--- src/verilog/axil_bridge_defines.svh ---
`ifndef AXIL_BRIDGE_DEFINES_SVH
`define AXIL_BRIDGE_DEFINES_SVH

// AXI-Lite bus widths
`define AXIL_DATA_W 32
`define AXIL_ADDR_W 32

// Entries in each of the request and response FIFOs
`define MEM_FIFO_DEPTH 2

// Cycles to wait on B or R before giving up
`define RESP_TIMEOUT 64

`endif

--- src/verilog/axil_bridge_pkg.sv ---
`default_nettype none

`include "axil_bridge_defines.svh"

package axil_bridge_pkg;

  // Memory operation, one bit
  typedef enum logic
  {
    MEM_OP_READ  = 1'b0,
    MEM_OP_WRITE = 1'b1
  } mem_op_e;

  // Access size as log2 of the byte count
  typedef enum logic [1:0]
  {
    MEM_SIZE_1 = 2'd0,
    MEM_SIZE_2 = 2'd1,
    MEM_SIZE_4 = 2'd2
  } mem_size_e;

  // Request header, 39 bits
  typedef struct packed
  {
    mem_op_e                 op;
    mem_size_e               size;
    logic [`AXIL_ADDR_W-1:0] addr;
    logic [3:0]              tag;
  } mem_hdr_s;

  // Header plus one data word
  typedef struct packed
  {
    mem_hdr_s                hdr;
    logic [`AXIL_DATA_W-1:0] data;
  } mem_req_s;

  // Echoed header, read data and error flag
  typedef struct packed
  {
    mem_hdr_s                hdr;
    logic [`AXIL_DATA_W-1:0] data;
    logic                    err;
  } mem_resp_s;

endpackage

`default_nettype wire

--- src/verilog/axil_read_pack.sv ---
`timescale 1ns/1ps
`default_nettype none

`include "axil_bridge_defines.svh"

module axil_read_pack
  (
    input  wire axil_bridge_pkg::mem_size_e size_i,
    input  wire logic [1:0]                 addr_i,
    input  wire logic [`AXIL_DATA_W-1:0]    rdata_i,
    output logic [`AXIL_DATA_W-1:0]         data_o
  );

  import axil_bridge_pkg::*;

  logic [7:0]  sel_byte;
  logic [15:0] sel_half;

  assign sel_byte = rdata_i[{addr_i, 3'b000} +: 8];
  // Halfword select ignores address bit 0
  assign sel_half = addr_i[1] ? rdata_i[31:16] : rdata_i[15:0];

  always_comb
  begin
    case (size_i)
      MEM_SIZE_1: data_o = {4{sel_byte}};
      MEM_SIZE_2: data_o = {2{sel_half}};
      default:    data_o = rdata_i;
    endcase
  end

endmodule

`default_nettype wire

--- src/verilog/axil_resp_timer.sv ---
`timescale 1ns/1ps
`default_nettype none

`include "axil_bridge_defines.svh"

module axil_resp_timer
  (
    input  wire logic clk_i,
    input  wire logic rst_i,
    input  wire logic start_i,
    input  wire logic run_i,
    output logic      expired_o
  );

  localparam int CNT_W = $clog2(`RESP_TIMEOUT + 1);
  localparam logic [CNT_W-1:0] LOAD = CNT_W'(`RESP_TIMEOUT);

  logic [CNT_W-1:0] count_r;

  // Saturates at zero until the next start
  always_ff @(posedge clk_i)
  begin
    if (rst_i)
      count_r <= LOAD;
    else if (start_i)
      count_r <= LOAD;
    else if (run_i && (count_r != '0))
      count_r <= count_r - 1'b1;
  end

  assign expired_o = (count_r == '0);

  // A new wait may not begin while one is still counting
  a_no_restart: assert property (@(posedge clk_i) disable iff (rst_i)
    start_i |-> !(run_i && (count_r != '0)));

endmodule

`default_nettype wire

--- src/verilog/axil_strobe_gen.sv ---
`timescale 1ns/1ps
`default_nettype none

`include "axil_bridge_defines.svh"

module axil_strobe_gen
  (
    input  wire axil_bridge_pkg::mem_size_e size_i,
    input  wire logic [`AXIL_ADDR_W-1:0]    addr_i,
    input  wire logic [`AXIL_DATA_W-1:0]    data_i,
    output logic [`AXIL_DATA_W/8-1:0]       wstrb_o,
    output logic [`AXIL_DATA_W-1:0]         wdata_o,
    output logic [`AXIL_ADDR_W-1:0]         awaddr_o
  );

  import axil_bridge_pkg::*;

  logic [`AXIL_ADDR_W-1:0] align_mask;
  logic [1:0]              byte_off;

  always_comb
  begin
    case (size_i)
      MEM_SIZE_1:
      begin
        align_mask = '1;
        wdata_o    = {4{data_i[7:0]}};
      end
      MEM_SIZE_2:
      begin
        align_mask = {{(`AXIL_ADDR_W-1){1'b1}}, 1'b0};
        wdata_o    = {2{data_i[15:0]}};
      end
      default:
      begin
        align_mask = {{(`AXIL_ADDR_W-2){1'b1}}, 2'b00};
        wdata_o    = data_i;
      end
    endcase
  end

  assign awaddr_o = addr_i & align_mask;
  assign byte_off = awaddr_o[1:0];

  // Lane mask for the access width, moved to its byte offset
  always_comb
  begin
    case (size_i)
      MEM_SIZE_1: wstrb_o = 4'h1 << byte_off;
      MEM_SIZE_2: wstrb_o = 4'h3 << byte_off;
      default:    wstrb_o = 4'hF;
    endcase
  end

endmodule

`default_nettype wire

--- src/verilog/axil_txn_fsm.sv ---
`timescale 1ns/1ps
`default_nettype none

`include "axil_bridge_defines.svh"

module axil_txn_fsm
  (
    input  wire logic                      clk_i,
    input  wire logic                      rst_i,
    input  wire logic                      req_v_i,
    input  wire axil_bridge_pkg::mem_req_s req_i,
    output logic                           req_yumi_o,
    input  wire logic                      resp_ready_i,
    output logic                           resp_push_o,
    output axil_bridge_pkg::mem_resp_s     resp_o,
    output logic                           timer_start_o,
    output logic                           timer_run_o,
    input  wire logic                      expired_i,
    output logic [`AXIL_ADDR_W-1:0]        awaddr_o,
    output logic                           awvalid_o,
    input  wire logic                      awready_i,
    output logic [`AXIL_DATA_W-1:0]        wdata_o,
    output logic [`AXIL_DATA_W/8-1:0]      wstrb_o,
    output logic                           wvalid_o,
    input  wire logic                      wready_i,
    input  wire logic [1:0]                bresp_i,
    input  wire logic                      bvalid_i,
    output logic                           bready_o,
    output logic [`AXIL_ADDR_W-1:0]        araddr_o,
    output logic                           arvalid_o,
    input  wire logic                      arready_i,
    input  wire logic [`AXIL_DATA_W-1:0]   rdata_i,
    input  wire logic [1:0]                rresp_i,
    input  wire logic                      rvalid_i,
    output logic                           rready_o
  );

  import axil_bridge_pkg::*;

  typedef enum logic [2:0]
  {
    ST_IDLE,
    ST_WR_ADDR,
    ST_WR_RESP,
    ST_RD_ADDR,
    ST_RD_DATA,
    ST_RESPOND
  } state_e;

  state_e                  state_r;
  mem_hdr_s                hdr_r;
  logic [`AXIL_DATA_W-1:0] wdata_r;
  logic [`AXIL_DATA_W-1:0] resp_data_r;
  logic                    err_r;
  logic                    awvalid_r;
  logic                    wvalid_r;
  logic                    arvalid_r;
  logic [`AXIL_ADDR_W-1:0] aligned_addr;
  logic [`AXIL_DATA_W-1:0] rdata_packed;
  logic                    aw_done;
  logic                    w_done;

  axil_strobe_gen strobe_gen_i
  (
    .size_i   (hdr_r.size),
    .addr_i   (hdr_r.addr),
    .data_i   (wdata_r),
    .wstrb_o  (wstrb_o),
    .wdata_o  (wdata_o),
    .awaddr_o (aligned_addr)
  );

  axil_read_pack read_pack_i
  (
    .size_i  (hdr_r.size),
    .addr_i  (hdr_r.addr[1:0]),
    .rdata_i (rdata_i),
    .data_o  (rdata_packed)
  );

  // AW and W finish independently; both done ends the address phase
  assign aw_done = !awvalid_r || awready_i;
  assign w_done  = !wvalid_r || wready_i;

  assign req_yumi_o    = (state_r == ST_IDLE) && req_v_i;
  assign resp_push_o   = (state_r == ST_RESPOND) && resp_ready_i;
  assign timer_start_o = ((state_r == ST_WR_ADDR) && aw_done && w_done) ||
                         ((state_r == ST_RD_ADDR) && arready_i);
  assign timer_run_o   = (state_r == ST_WR_RESP) || (state_r == ST_RD_DATA);
  assign bready_o      = (state_r == ST_WR_RESP);
  assign rready_o      = (state_r == ST_RD_DATA);

  always_ff @(posedge clk_i)
  begin
    if (rst_i)
    begin
      state_r   <= ST_IDLE;
      awvalid_r <= 1'b0;
      wvalid_r  <= 1'b0;
      arvalid_r <= 1'b0;
    end
    else
    begin
      case (state_r)
        ST_IDLE:
          if (req_v_i)
          begin
            if (req_i.hdr.op == MEM_OP_WRITE)
            begin
              awvalid_r <= 1'b1;
              wvalid_r  <= 1'b1;
              state_r   <= ST_WR_ADDR;
            end
            else
            begin
              arvalid_r <= 1'b1;
              state_r   <= ST_RD_ADDR;
            end
          end
        ST_WR_ADDR:
        begin
          if (awready_i)
            awvalid_r <= 1'b0;
          if (wready_i)
            wvalid_r <= 1'b0;
          if (aw_done && w_done)
            state_r <= ST_WR_RESP;
        end
        ST_WR_RESP:
          if (bvalid_i || expired_i)
            state_r <= ST_RESPOND;
        ST_RD_ADDR:
          if (arready_i)
          begin
            arvalid_r <= 1'b0;
            state_r   <= ST_RD_DATA;
          end
        ST_RD_DATA:
          if (rvalid_i || expired_i)
            state_r <= ST_RESPOND;
        ST_RESPOND:
          if (resp_ready_i)
            state_r <= ST_IDLE;
        default:
          state_r <= ST_IDLE;
      endcase
    end
  end

  // Latched request and the result returned with it
  always_ff @(posedge clk_i)
  begin
    if (req_yumi_o)
    begin
      hdr_r   <= req_i.hdr;
      wdata_r <= req_i.data;
    end
    if (state_r == ST_WR_RESP)
    begin
      if (bvalid_i)
      begin
        err_r       <= (bresp_i != 2'b00);
        resp_data_r <= '0;
      end
      else if (expired_i)
      begin
        err_r       <= 1'b1;
        resp_data_r <= '0;
      end
    end
    if (state_r == ST_RD_DATA)
    begin
      if (rvalid_i)
      begin
        err_r       <= (rresp_i != 2'b00);
        resp_data_r <= (rresp_i != 2'b00) ? '0 : rdata_packed;
      end
      else if (expired_i)
      begin
        err_r       <= 1'b1;
        resp_data_r <= '0;
      end
    end
  end

  assign resp_o.hdr  = hdr_r;
  assign resp_o.data = resp_data_r;
  assign resp_o.err  = err_r;

  assign awvalid_o = awvalid_r;
  assign wvalid_o  = wvalid_r;
  assign arvalid_o = arvalid_r;
  assign awaddr_o  = aligned_addr;
  assign araddr_o  = aligned_addr;

  a_aw_stable: assert property (@(posedge clk_i) disable iff (rst_i)
    (awvalid_o && !awready_i) |=> (awvalid_o && $stable(awaddr_o)));
  a_w_stable: assert property (@(posedge clk_i) disable iff (rst_i)
    (wvalid_o && !wready_i) |=> (wvalid_o && $stable(wdata_o) && $stable(wstrb_o)));
  a_ar_stable: assert property (@(posedge clk_i) disable iff (rst_i)
    (arvalid_o && !arready_i) |=> (arvalid_o && $stable(araddr_o)));

endmodule

`default_nettype wire

--- src/verilog/mem_axil_bridge.sv ---
`timescale 1ns/1ps
`default_nettype none

`include "axil_bridge_defines.svh"

module mem_axil_bridge
  (
    input  wire logic                      clk_i,
    input  wire logic                      rst_i,
    input  wire axil_bridge_pkg::mem_req_s mem_req_i,
    input  wire logic                      mem_req_v_i,
    output logic                           mem_req_ready_o,
    output axil_bridge_pkg::mem_resp_s     mem_resp_o,
    output logic                           mem_resp_v_o,
    input  wire logic                      mem_resp_ready_i,
    output logic [`AXIL_ADDR_W-1:0]        m_axil_awaddr_o,
    output logic [2:0]                     m_axil_awprot_o,
    output logic                           m_axil_awvalid_o,
    input  wire logic                      m_axil_awready_i,
    output logic [`AXIL_DATA_W-1:0]        m_axil_wdata_o,
    output logic [`AXIL_DATA_W/8-1:0]      m_axil_wstrb_o,
    output logic                           m_axil_wvalid_o,
    input  wire logic                      m_axil_wready_i,
    input  wire logic [1:0]                m_axil_bresp_i,
    input  wire logic                      m_axil_bvalid_i,
    output logic                           m_axil_bready_o,
    output logic [`AXIL_ADDR_W-1:0]        m_axil_araddr_o,
    output logic [2:0]                     m_axil_arprot_o,
    output logic                           m_axil_arvalid_o,
    input  wire logic                      m_axil_arready_i,
    input  wire logic [`AXIL_DATA_W-1:0]   m_axil_rdata_i,
    input  wire logic [1:0]                m_axil_rresp_i,
    input  wire logic                      m_axil_rvalid_i,
    output logic                           m_axil_rready_o
  );

  import axil_bridge_pkg::*;

  mem_req_s  req_head;
  logic      req_v;
  logic      req_yumi;
  mem_resp_s resp_in;
  logic      resp_push;
  logic      resp_ready;
  logic      timer_start;
  logic      timer_run;
  logic      timer_expired;

  mem_fifo #(.payload_t(mem_req_s)) req_fifo_i
  (
    .clk_i   (clk_i),
    .rst_i   (rst_i),
    .push_i  (mem_req_v_i && mem_req_ready_o),
    .data_i  (mem_req_i),
    .yumi_i  (req_yumi),
    .ready_o (mem_req_ready_o),
    .v_o     (req_v),
    .data_o  (req_head)
  );

  axil_txn_fsm txn_fsm_i
  (
    .clk_i         (clk_i),
    .rst_i         (rst_i),
    .req_v_i       (req_v),
    .req_i         (req_head),
    .req_yumi_o    (req_yumi),
    .resp_ready_i  (resp_ready),
    .resp_push_o   (resp_push),
    .resp_o        (resp_in),
    .timer_start_o (timer_start),
    .timer_run_o   (timer_run),
    .expired_i     (timer_expired),
    .awaddr_o      (m_axil_awaddr_o),
    .awvalid_o     (m_axil_awvalid_o),
    .awready_i     (m_axil_awready_i),
    .wdata_o       (m_axil_wdata_o),
    .wstrb_o       (m_axil_wstrb_o),
    .wvalid_o      (m_axil_wvalid_o),
    .wready_i      (m_axil_wready_i),
    .bresp_i       (m_axil_bresp_i),
    .bvalid_i      (m_axil_bvalid_i),
    .bready_o      (m_axil_bready_o),
    .araddr_o      (m_axil_araddr_o),
    .arvalid_o     (m_axil_arvalid_o),
    .arready_i     (m_axil_arready_i),
    .rdata_i       (m_axil_rdata_i),
    .rresp_i       (m_axil_rresp_i),
    .rvalid_i      (m_axil_rvalid_i),
    .rready_o      (m_axil_rready_o)
  );

  axil_resp_timer resp_timer_i
  (
    .clk_i     (clk_i),
    .rst_i     (rst_i),
    .start_i   (timer_start),
    .run_i     (timer_run),
    .expired_o (timer_expired)
  );

  // Responses leave in request order
  mem_fifo #(.payload_t(mem_resp_s)) resp_fifo_i
  (
    .clk_i   (clk_i),
    .rst_i   (rst_i),
    .push_i  (resp_push),
    .data_i  (resp_in),
    .yumi_i  (mem_resp_v_o && mem_resp_ready_i),
    .ready_o (resp_ready),
    .v_o     (mem_resp_v_o),
    .data_o  (mem_resp_o)
  );

  // Unprivileged, secure, data accesses
  assign m_axil_awprot_o = 3'b000;
  assign m_axil_arprot_o = 3'b000;

endmodule

`default_nettype wire

--- src/verilog/mem_fifo.sv ---
`timescale 1ns/1ps
`default_nettype none

`include "axil_bridge_defines.svh"

module mem_fifo
  #(parameter type payload_t = logic)
  (
    input  wire logic     clk_i,
    input  wire logic     rst_i,
    input  wire logic     push_i,
    input  wire payload_t data_i,
    input  wire logic     yumi_i,
    output logic          ready_o,
    output logic          v_o,
    output payload_t      data_o
  );

  localparam int DEPTH = `MEM_FIFO_DEPTH;
  localparam int PTR_W = (DEPTH > 1) ? $clog2(DEPTH) : 1;
  localparam int CNT_W = $clog2(DEPTH + 1);

  payload_t         mem_r [DEPTH];
  logic [PTR_W-1:0] wr_ptr_r;
  logic [PTR_W-1:0] rd_ptr_r;
  logic [CNT_W-1:0] count_r;
  logic [CNT_W-1:0] count_n;
  logic             v_r;
  logic             ready_r;

  always_comb
  begin
    count_n = count_r;
    if (push_i && !yumi_i)
      count_n = count_r + 1'b1;
    else if (!push_i && yumi_i)
      count_n = count_r - 1'b1;
  end

  // Pointers wrap at the last entry
  always_ff @(posedge clk_i)
  begin
    if (rst_i)
    begin
      wr_ptr_r <= '0;
      rd_ptr_r <= '0;
      count_r  <= '0;
      v_r      <= 1'b0;
      ready_r  <= 1'b1;
    end
    else
    begin
      if (push_i)
        wr_ptr_r <= (wr_ptr_r == PTR_W'(DEPTH - 1)) ? '0 : wr_ptr_r + 1'b1;
      if (yumi_i)
        rd_ptr_r <= (rd_ptr_r == PTR_W'(DEPTH - 1)) ? '0 : rd_ptr_r + 1'b1;
      count_r <= count_n;
      v_r     <= (count_n != '0);
      ready_r <= (count_n != CNT_W'(DEPTH));
    end
  end

  always_ff @(posedge clk_i)
  begin
    if (push_i)
      mem_r[wr_ptr_r] <= data_i;
  end

  assign data_o  = mem_r[rd_ptr_r];
  assign v_o     = v_r;
  assign ready_o = ready_r;

  a_no_push_full: assert property (@(posedge clk_i) disable iff (rst_i) push_i |-> ready_o);
  a_no_yumi_empty: assert property (@(posedge clk_i) disable iff (rst_i) yumi_i |-> v_o);

endmodule

`default_nettype wire
--- config.mk ---
export PLATFORM = sky130hd
export DESIGN_NAME = mem_axil_bridge
export DESIGN_NICKNAME = d
export VERILOG_FILES = /design/src/verilog/axil_bridge_pkg.sv /design/src/verilog/axil_read_pack.sv /design/src/verilog/axil_resp_timer.sv /design/src/verilog/axil_strobe_gen.sv /design/src/verilog/axil_txn_fsm.sv /design/src/verilog/mem_axil_bridge.sv /design/src/verilog/mem_fifo.sv
export VERILOG_INCLUDE_DIRS = /design/src /design/src/verilog
export SDC_FILE = /design/constraint.sdc
export NUM_CORES = 1
export LEC_CHECK = 0
export ABC_AREA = 1
export BUFFER_PORTS_ARGS = -buffer_cell sky130_fd_sc_hd__buf_4
export CORE_MARGIN = 1
export CORE_UTILIZATION = 25
export DETAILED_ROUTE_END_ITERATION = 16
export PLACE_DENSITY = 0.42
export SLEW_MARGIN = 40
export SYNTH_ARGS = -nofsm -noshare
export SYNTH_HDL_FRONTEND = slang
export SYNTH_SLANG_ARGS = --single-unit
--- constraint.sdc ---
create_clock -name clk_i -period 4.3 [get_ports clk_i]
set_clock_uncertainty 0.05 [all_clocks]
set_input_delay 0.215 -clock clk_i [delete_from_list [all_inputs] [get_ports clk_i]]
set_output_delay 0.215 -clock clk_i [all_outputs]
set_load 0.01 [all_outputs]
==> run summary <==
STA classifies the critical path endpoint as a primary output. The total of endpoints with negative setup slack in the final report came out at 0. The number of antenna violations at the first check in global routing is 3. The number of clock sinks seen by CTS came out at 417. The share of synthesized area spent on multiplexers came out at 9.72%. The number of setup buffers added after CTS is 0. The routed design could run at a clock period as short as 3.02 ns.

Walking the worst path, the cells encountered are inv_1, nor2_1, inv_1, o211ai_1, buf_4. The xor-xnor portion of the synthesized cell area came out at 0.266%. The count of endpoints failing hold in the final timing report is 0.

For this run, the post-layout net count is 1630. The met1 track demand over resource in global routing came out at 15.1%. For flop-to-flop paths, the worst setup slack is 1.90 ns. The routed wire length is 43300 microns. The share of cells above drive strength 1 came out at 36.0%. Summed over all cells, the static leakage comes to 8.30 nW. The filler cell count in the final layout came out at 6457.

The synthesized netlist devotes 2.62% of its cell area to compound gates. The maximum number of pins on one net before global-route repair came out at 53. The post-route setup TNS came out at 0 ns.

The count of non-filler cells in the finished layout is 2408. The worst min-delay path startpoint is m_axil_rvalid_i. The worst register-to-register path ends at txn_fsm_i.resp_data_r[29]$_DFF_P_. The max-capacitance violation count came out at 0. Before antenna repair, the detailed router went through 4 iterations.

301 I/O pins were placed. In the layout the commonest cells are sky130_fd_sc_hd__edfxtp_1 (357), sky130_fd_sc_hd__buf_4 (308), sky130_fd_sc_hd__nand2_1 (212). The utilization after layout came out at 33.6%. After global routing the overflow that remains totals 0. The total of cells resized after clock tree synthesis came out at 0. Yosys printed 0 warnings.

The distinct cell type count of the synthesized netlist came out at 29. The wire length of the first global-routing pass came out at 63300 microns. The later-pin clock latency in the skew report came out at 0.58 ns. The number of global-route vias before repair is 10255. Clock tree synthesis inserted a total of 49 buffers. The post-route clock period utilization came out at 70.1%. Along the worst path, the maximum fanout reaches 19. The area share of fa/ha/maj cells after synthesis is 0.0760%.

The flow ran to the end, and the final reports show no timing, DRC or antenna violations. The ratio of routed vias to standard cells is 4.11. The CTS tree is built.

In the global route stage, met3 resource usage came out at 3.52%. Global routing used 12.7% of the available tracks. The number of placed instances with taps included came out at 2209. Derived from the worst setup path, the maximum achievable clock frequency is 332 MHz. The H-tree was split into 2 levels. The placed cell area is 19200 sq um. After clock tree synthesis, the clock-pin slew on the worst setup and hold paths is 0.06 ns. The relative max-transition margin came out at 47.9%. The fraction of the mapped netlist area in simple logic gates came out at 8.65%. In this run the critical register-to-register path is launched from txn_fsm_i.resp_o[70]$_DFFE_PP_. Setup repair after global routing left no endpoint under its margin. The final count of pins violating max slew is 0. The largest family of logic cells by synthesized area is multiplexers. The slowest stage of the critical path is the sky130_fd_sc_hd__edfxtp_1 cell.

The endpoint required time on the critical path is 4.03 ns. Global routing consumed, on the met2 layer, 22.2% of the routing resources. The initial cell density of the core came out at 25.4%. The detailed router finished its first iteration with 427 violations. The total power density per cell area is 590 nW/um^2. The post-synthesis instance area came out at 16500 sq um. The actual transition at the worst max-transition pin is 0.781 ns.

The final RePlAce weighted congestion is 0.772. For this run, design rule violations remaining after detail routing come to 0. In this run the deepest clock path goes through 3 buffers. In this run the worst hold path is classified as input pin to register.

The worst hold path terminates at txn_fsm_i.err_r$_DFF_P_. Leaving out fill and tap cells, the most frequent cell in the layout is sky130_fd_sc_hd__edfxtp_1. Detailed routing inserted a total of 9903 vias. The synthesis-to-finish area growth came out at 32.1%. After global routing, the most crowded layer is met2.

The row count came out at 93. Among the stages of the critical path, the cell type that occurs most often is sky130_fd_sc_hd__inv_1. The horizontal die dimension is 259 microns.

The worst hold path stage count came out at 5. The post-synthesis register bit count is 417. The die area came out at 66900 sq um. The cell chosen for the clock root is sky130_fd_sc_hd__clkbuf_16.

Summing all non-filler instances in the final layout gives an area of 21700 sq um. The worst register-to-register path has a depth of 7. The stage delay of the slowest cell on the critical path is 0.85 ns.

The worst hold-check slack is 0.0440 ns. The post-detailed-route count of antenna-violating nets came out at 0. The worst setup path is launched from a register. The synthesized netlist cell count is 1152. Among cell families on the critical path, the largest total delay comes from flip-flops. The average detailed-routed wire length per instance came out at 18.0 microns. Detailed placement finished with a half-perimeter wire length of 28300 microns. Data on the critical path arrives at its endpoint at 2.75 ns. The critical path is of the register to primary output type.

The core box area is 64700 sq um. The sequential share of the synthesized area is 72.4%. The maximum vdd drop came out at 0.000294 V. The critical path buffer and inverter count is 3. The count of input and output buffers is 294. The average instance area after synthesis is 14.3 sq um. Measured along the y axis, the die boundary spans 259 microns.
flip-flops by register name (all words and copies together), names as in the netlist, 2 cells and up, named ones only:
signal,flops
resp_fifo_i.mem_r,144
req_fifo_i.mem_r,142
txn_fsm_i.resp_o,39
txn_fsm_i.resp_data_r,32
txn_fsm_i.wdata_r,32
resp_timer_i.count_r,7
txn_fsm_i.state_r,3
req_fifo_i.count_r,2
resp_fifo_i.count_r,2
final cells by class:
cell class                 instances  area, sq um  area share [%]
sequential                       417        11900            54.9
multi-input combinational        563         3570            16.4
timing repair buffer             420         3460            15.9
clock buffer                      62         1290            5.96
tap                              855         1070            4.92
inverter                          62          233            1.07
clock inverter                    28          190           0.875
antenna                            1         2.50          0.0115
through the flow:
| stage | setup WS (ns) | power (mW) |
|---|---|---|
| after floorplan | -0.0570 | 7.74 |
| after global placement | 1.64 | 9.01 |
| after detailed placement | 1.93 | 9.05 |
| after CTS | 1.32 | 13.1 |
| after global routing | 1.15 | 13.6 |
| final | 1.28 | 12.8 |
worst max path at each step:
stage,startpoint,endpoint,slack [ns],cells past startpoint
after global routing,txn_fsm_i.resp_o[69]$_DFFE_PP_,m_axil_wdata_o[24],1.15,5
final,txn_fsm_i.resp_o[69]$_DFFE_PP_,m_axil_wdata_o[24],1.28,5
after CTS,txn_fsm_i.resp_o[69]$_DFFE_PP_,m_axil_wdata_o[24],1.32,5
after floorplan,txn_fsm_i.state_r[1]$_SDFFE_PP0P_,resp_fifo_i.mem_r[0][0]$_DFFE_PP_,-0.06,5
after detailed placement,txn_fsm_i.resp_o[70]$_DFFE_PP_,txn_fsm_i.resp_data_r[29]$_DFF_P_,1.93,7
after global placement,txn_fsm_i.resp_o[70]$_DFFE_PP_,txn_fsm_i.resp_data_r[5]$_DFF_P_,1.64,7
power breakdown:
part / leakage (nW) / switching [mW] / total [mW] / internal (mW)
logic: 3.78 / 1.75 / 3.16 / 1.41
clock network: 0.735 / 1.64 / 3.88 / 2.24
registers: 3.79 / 0.486 / 5.79 / 5.31
total: 8.30 / 3.87 / 12.8 / 8.96
synth_stat cells:
library cell | number | area (sq um)
sky130_fd_sc_hd__nand3b_1 | 5 | 37.5
sky130_fd_sc_hd__o21ai_2 | 1 | 8.76
sky130_fd_sc_hd__edfxtp_1 | 357 | 10700
sky130_fd_sc_hd__clkbuf_1 | 11 | 41.3
sky130_fd_sc_hd__mux2_2 | 142 | 1600
sky130_fd_sc_hd__a22oi_1 | 8 | 60.1
sky130_fd_sc_hd__inv_1 | 57 | 214
sky130_fd_sc_hd__buf_2 | 20 | 100
sky130_fd_sc_hd__xnor2_1 | 2 | 17.5
sky130_fd_sc_hd__or2_2 | 16 | 100
sky130_fd_sc_hd__inv_2 | 5 | 18.8
sky130_fd_sc_hd__a21oi_1 | 31 | 155
sky130_fd_sc_hd__o211ai_1 | 5 | 37.5
sky130_fd_sc_hd__xor2_1 | 3 | 26.3
sky130_fd_sc_hd__conb_1 | 1 | 3.75
sky130_fd_sc_hd__nor4_4 | 1 | 21.3
sky130_fd_sc_hd__nand3_1 | 49 | 245
sky130_fd_sc_hd__nand2_1 | 212 | 796
sky130_fd_sc_hd__ha_1 | 1 | 12.5
sky130_fd_sc_hd__buf_4 | 80 | 601
sky130_fd_sc_hd__nor2_1 | 33 | 124
sky130_fd_sc_hd__nand2_2 | 4 | 25.0
sky130_fd_sc_hd__buf_6 | 4 | 45.0
sky130_fd_sc_hd__dfxtp_1 | 60 | 1200
sky130_fd_sc_hd__o21ai_0 | 34 | 170
sky130_fd_sc_hd__nand4_1 | 4 | 25.0
sky130_fd_sc_hd__nor2_2 | 1 | 6.26
sky130_fd_sc_hd__nor3_1 | 2 | 10.0
sky130_fd_sc_hd__nor2_4 | 3 | 33.8
routing by layer:
metal	up-vias	part of all wire, %
li1	4729	-
met1	4855	41
met2	250	50
met3	65	6.6
met4	4	2.0
met5	-	0.072
tightest hold or removal path: stages:
cell and delay, ns:
sky130_fd_sc_hd__buf_4 0.09, sky130_fd_sc_hd__o21ai_0 0.07, sky130_fd_sc_hd__nand2_1 0.14, sky130_fd_sc_hd__o21ai_0 0.09, sky130_fd_sc_hd__inv_1 0.05
cells by family (layout without fill, tap and decap cells):
logic type / count (synthesis) / after routing
other: 1 / 7
and+or+nand+nor: 330 / 330
DFF: 417 / 417
AOI/OAI and AO/OA: 79 / 79
buffers and inverters: 177 / 572
adders and majority gates: 1 / 1
muxes: 142 / 142
xor gates and xnor gates: 5 / 5
repair_timing:
action                                  CTS  global route
endpoints found under the setup margin    0             0
hold buffers                            108             0
hold endpoints to repair                184             0
No activity file was read; power rests on OpenSTA's default activity.
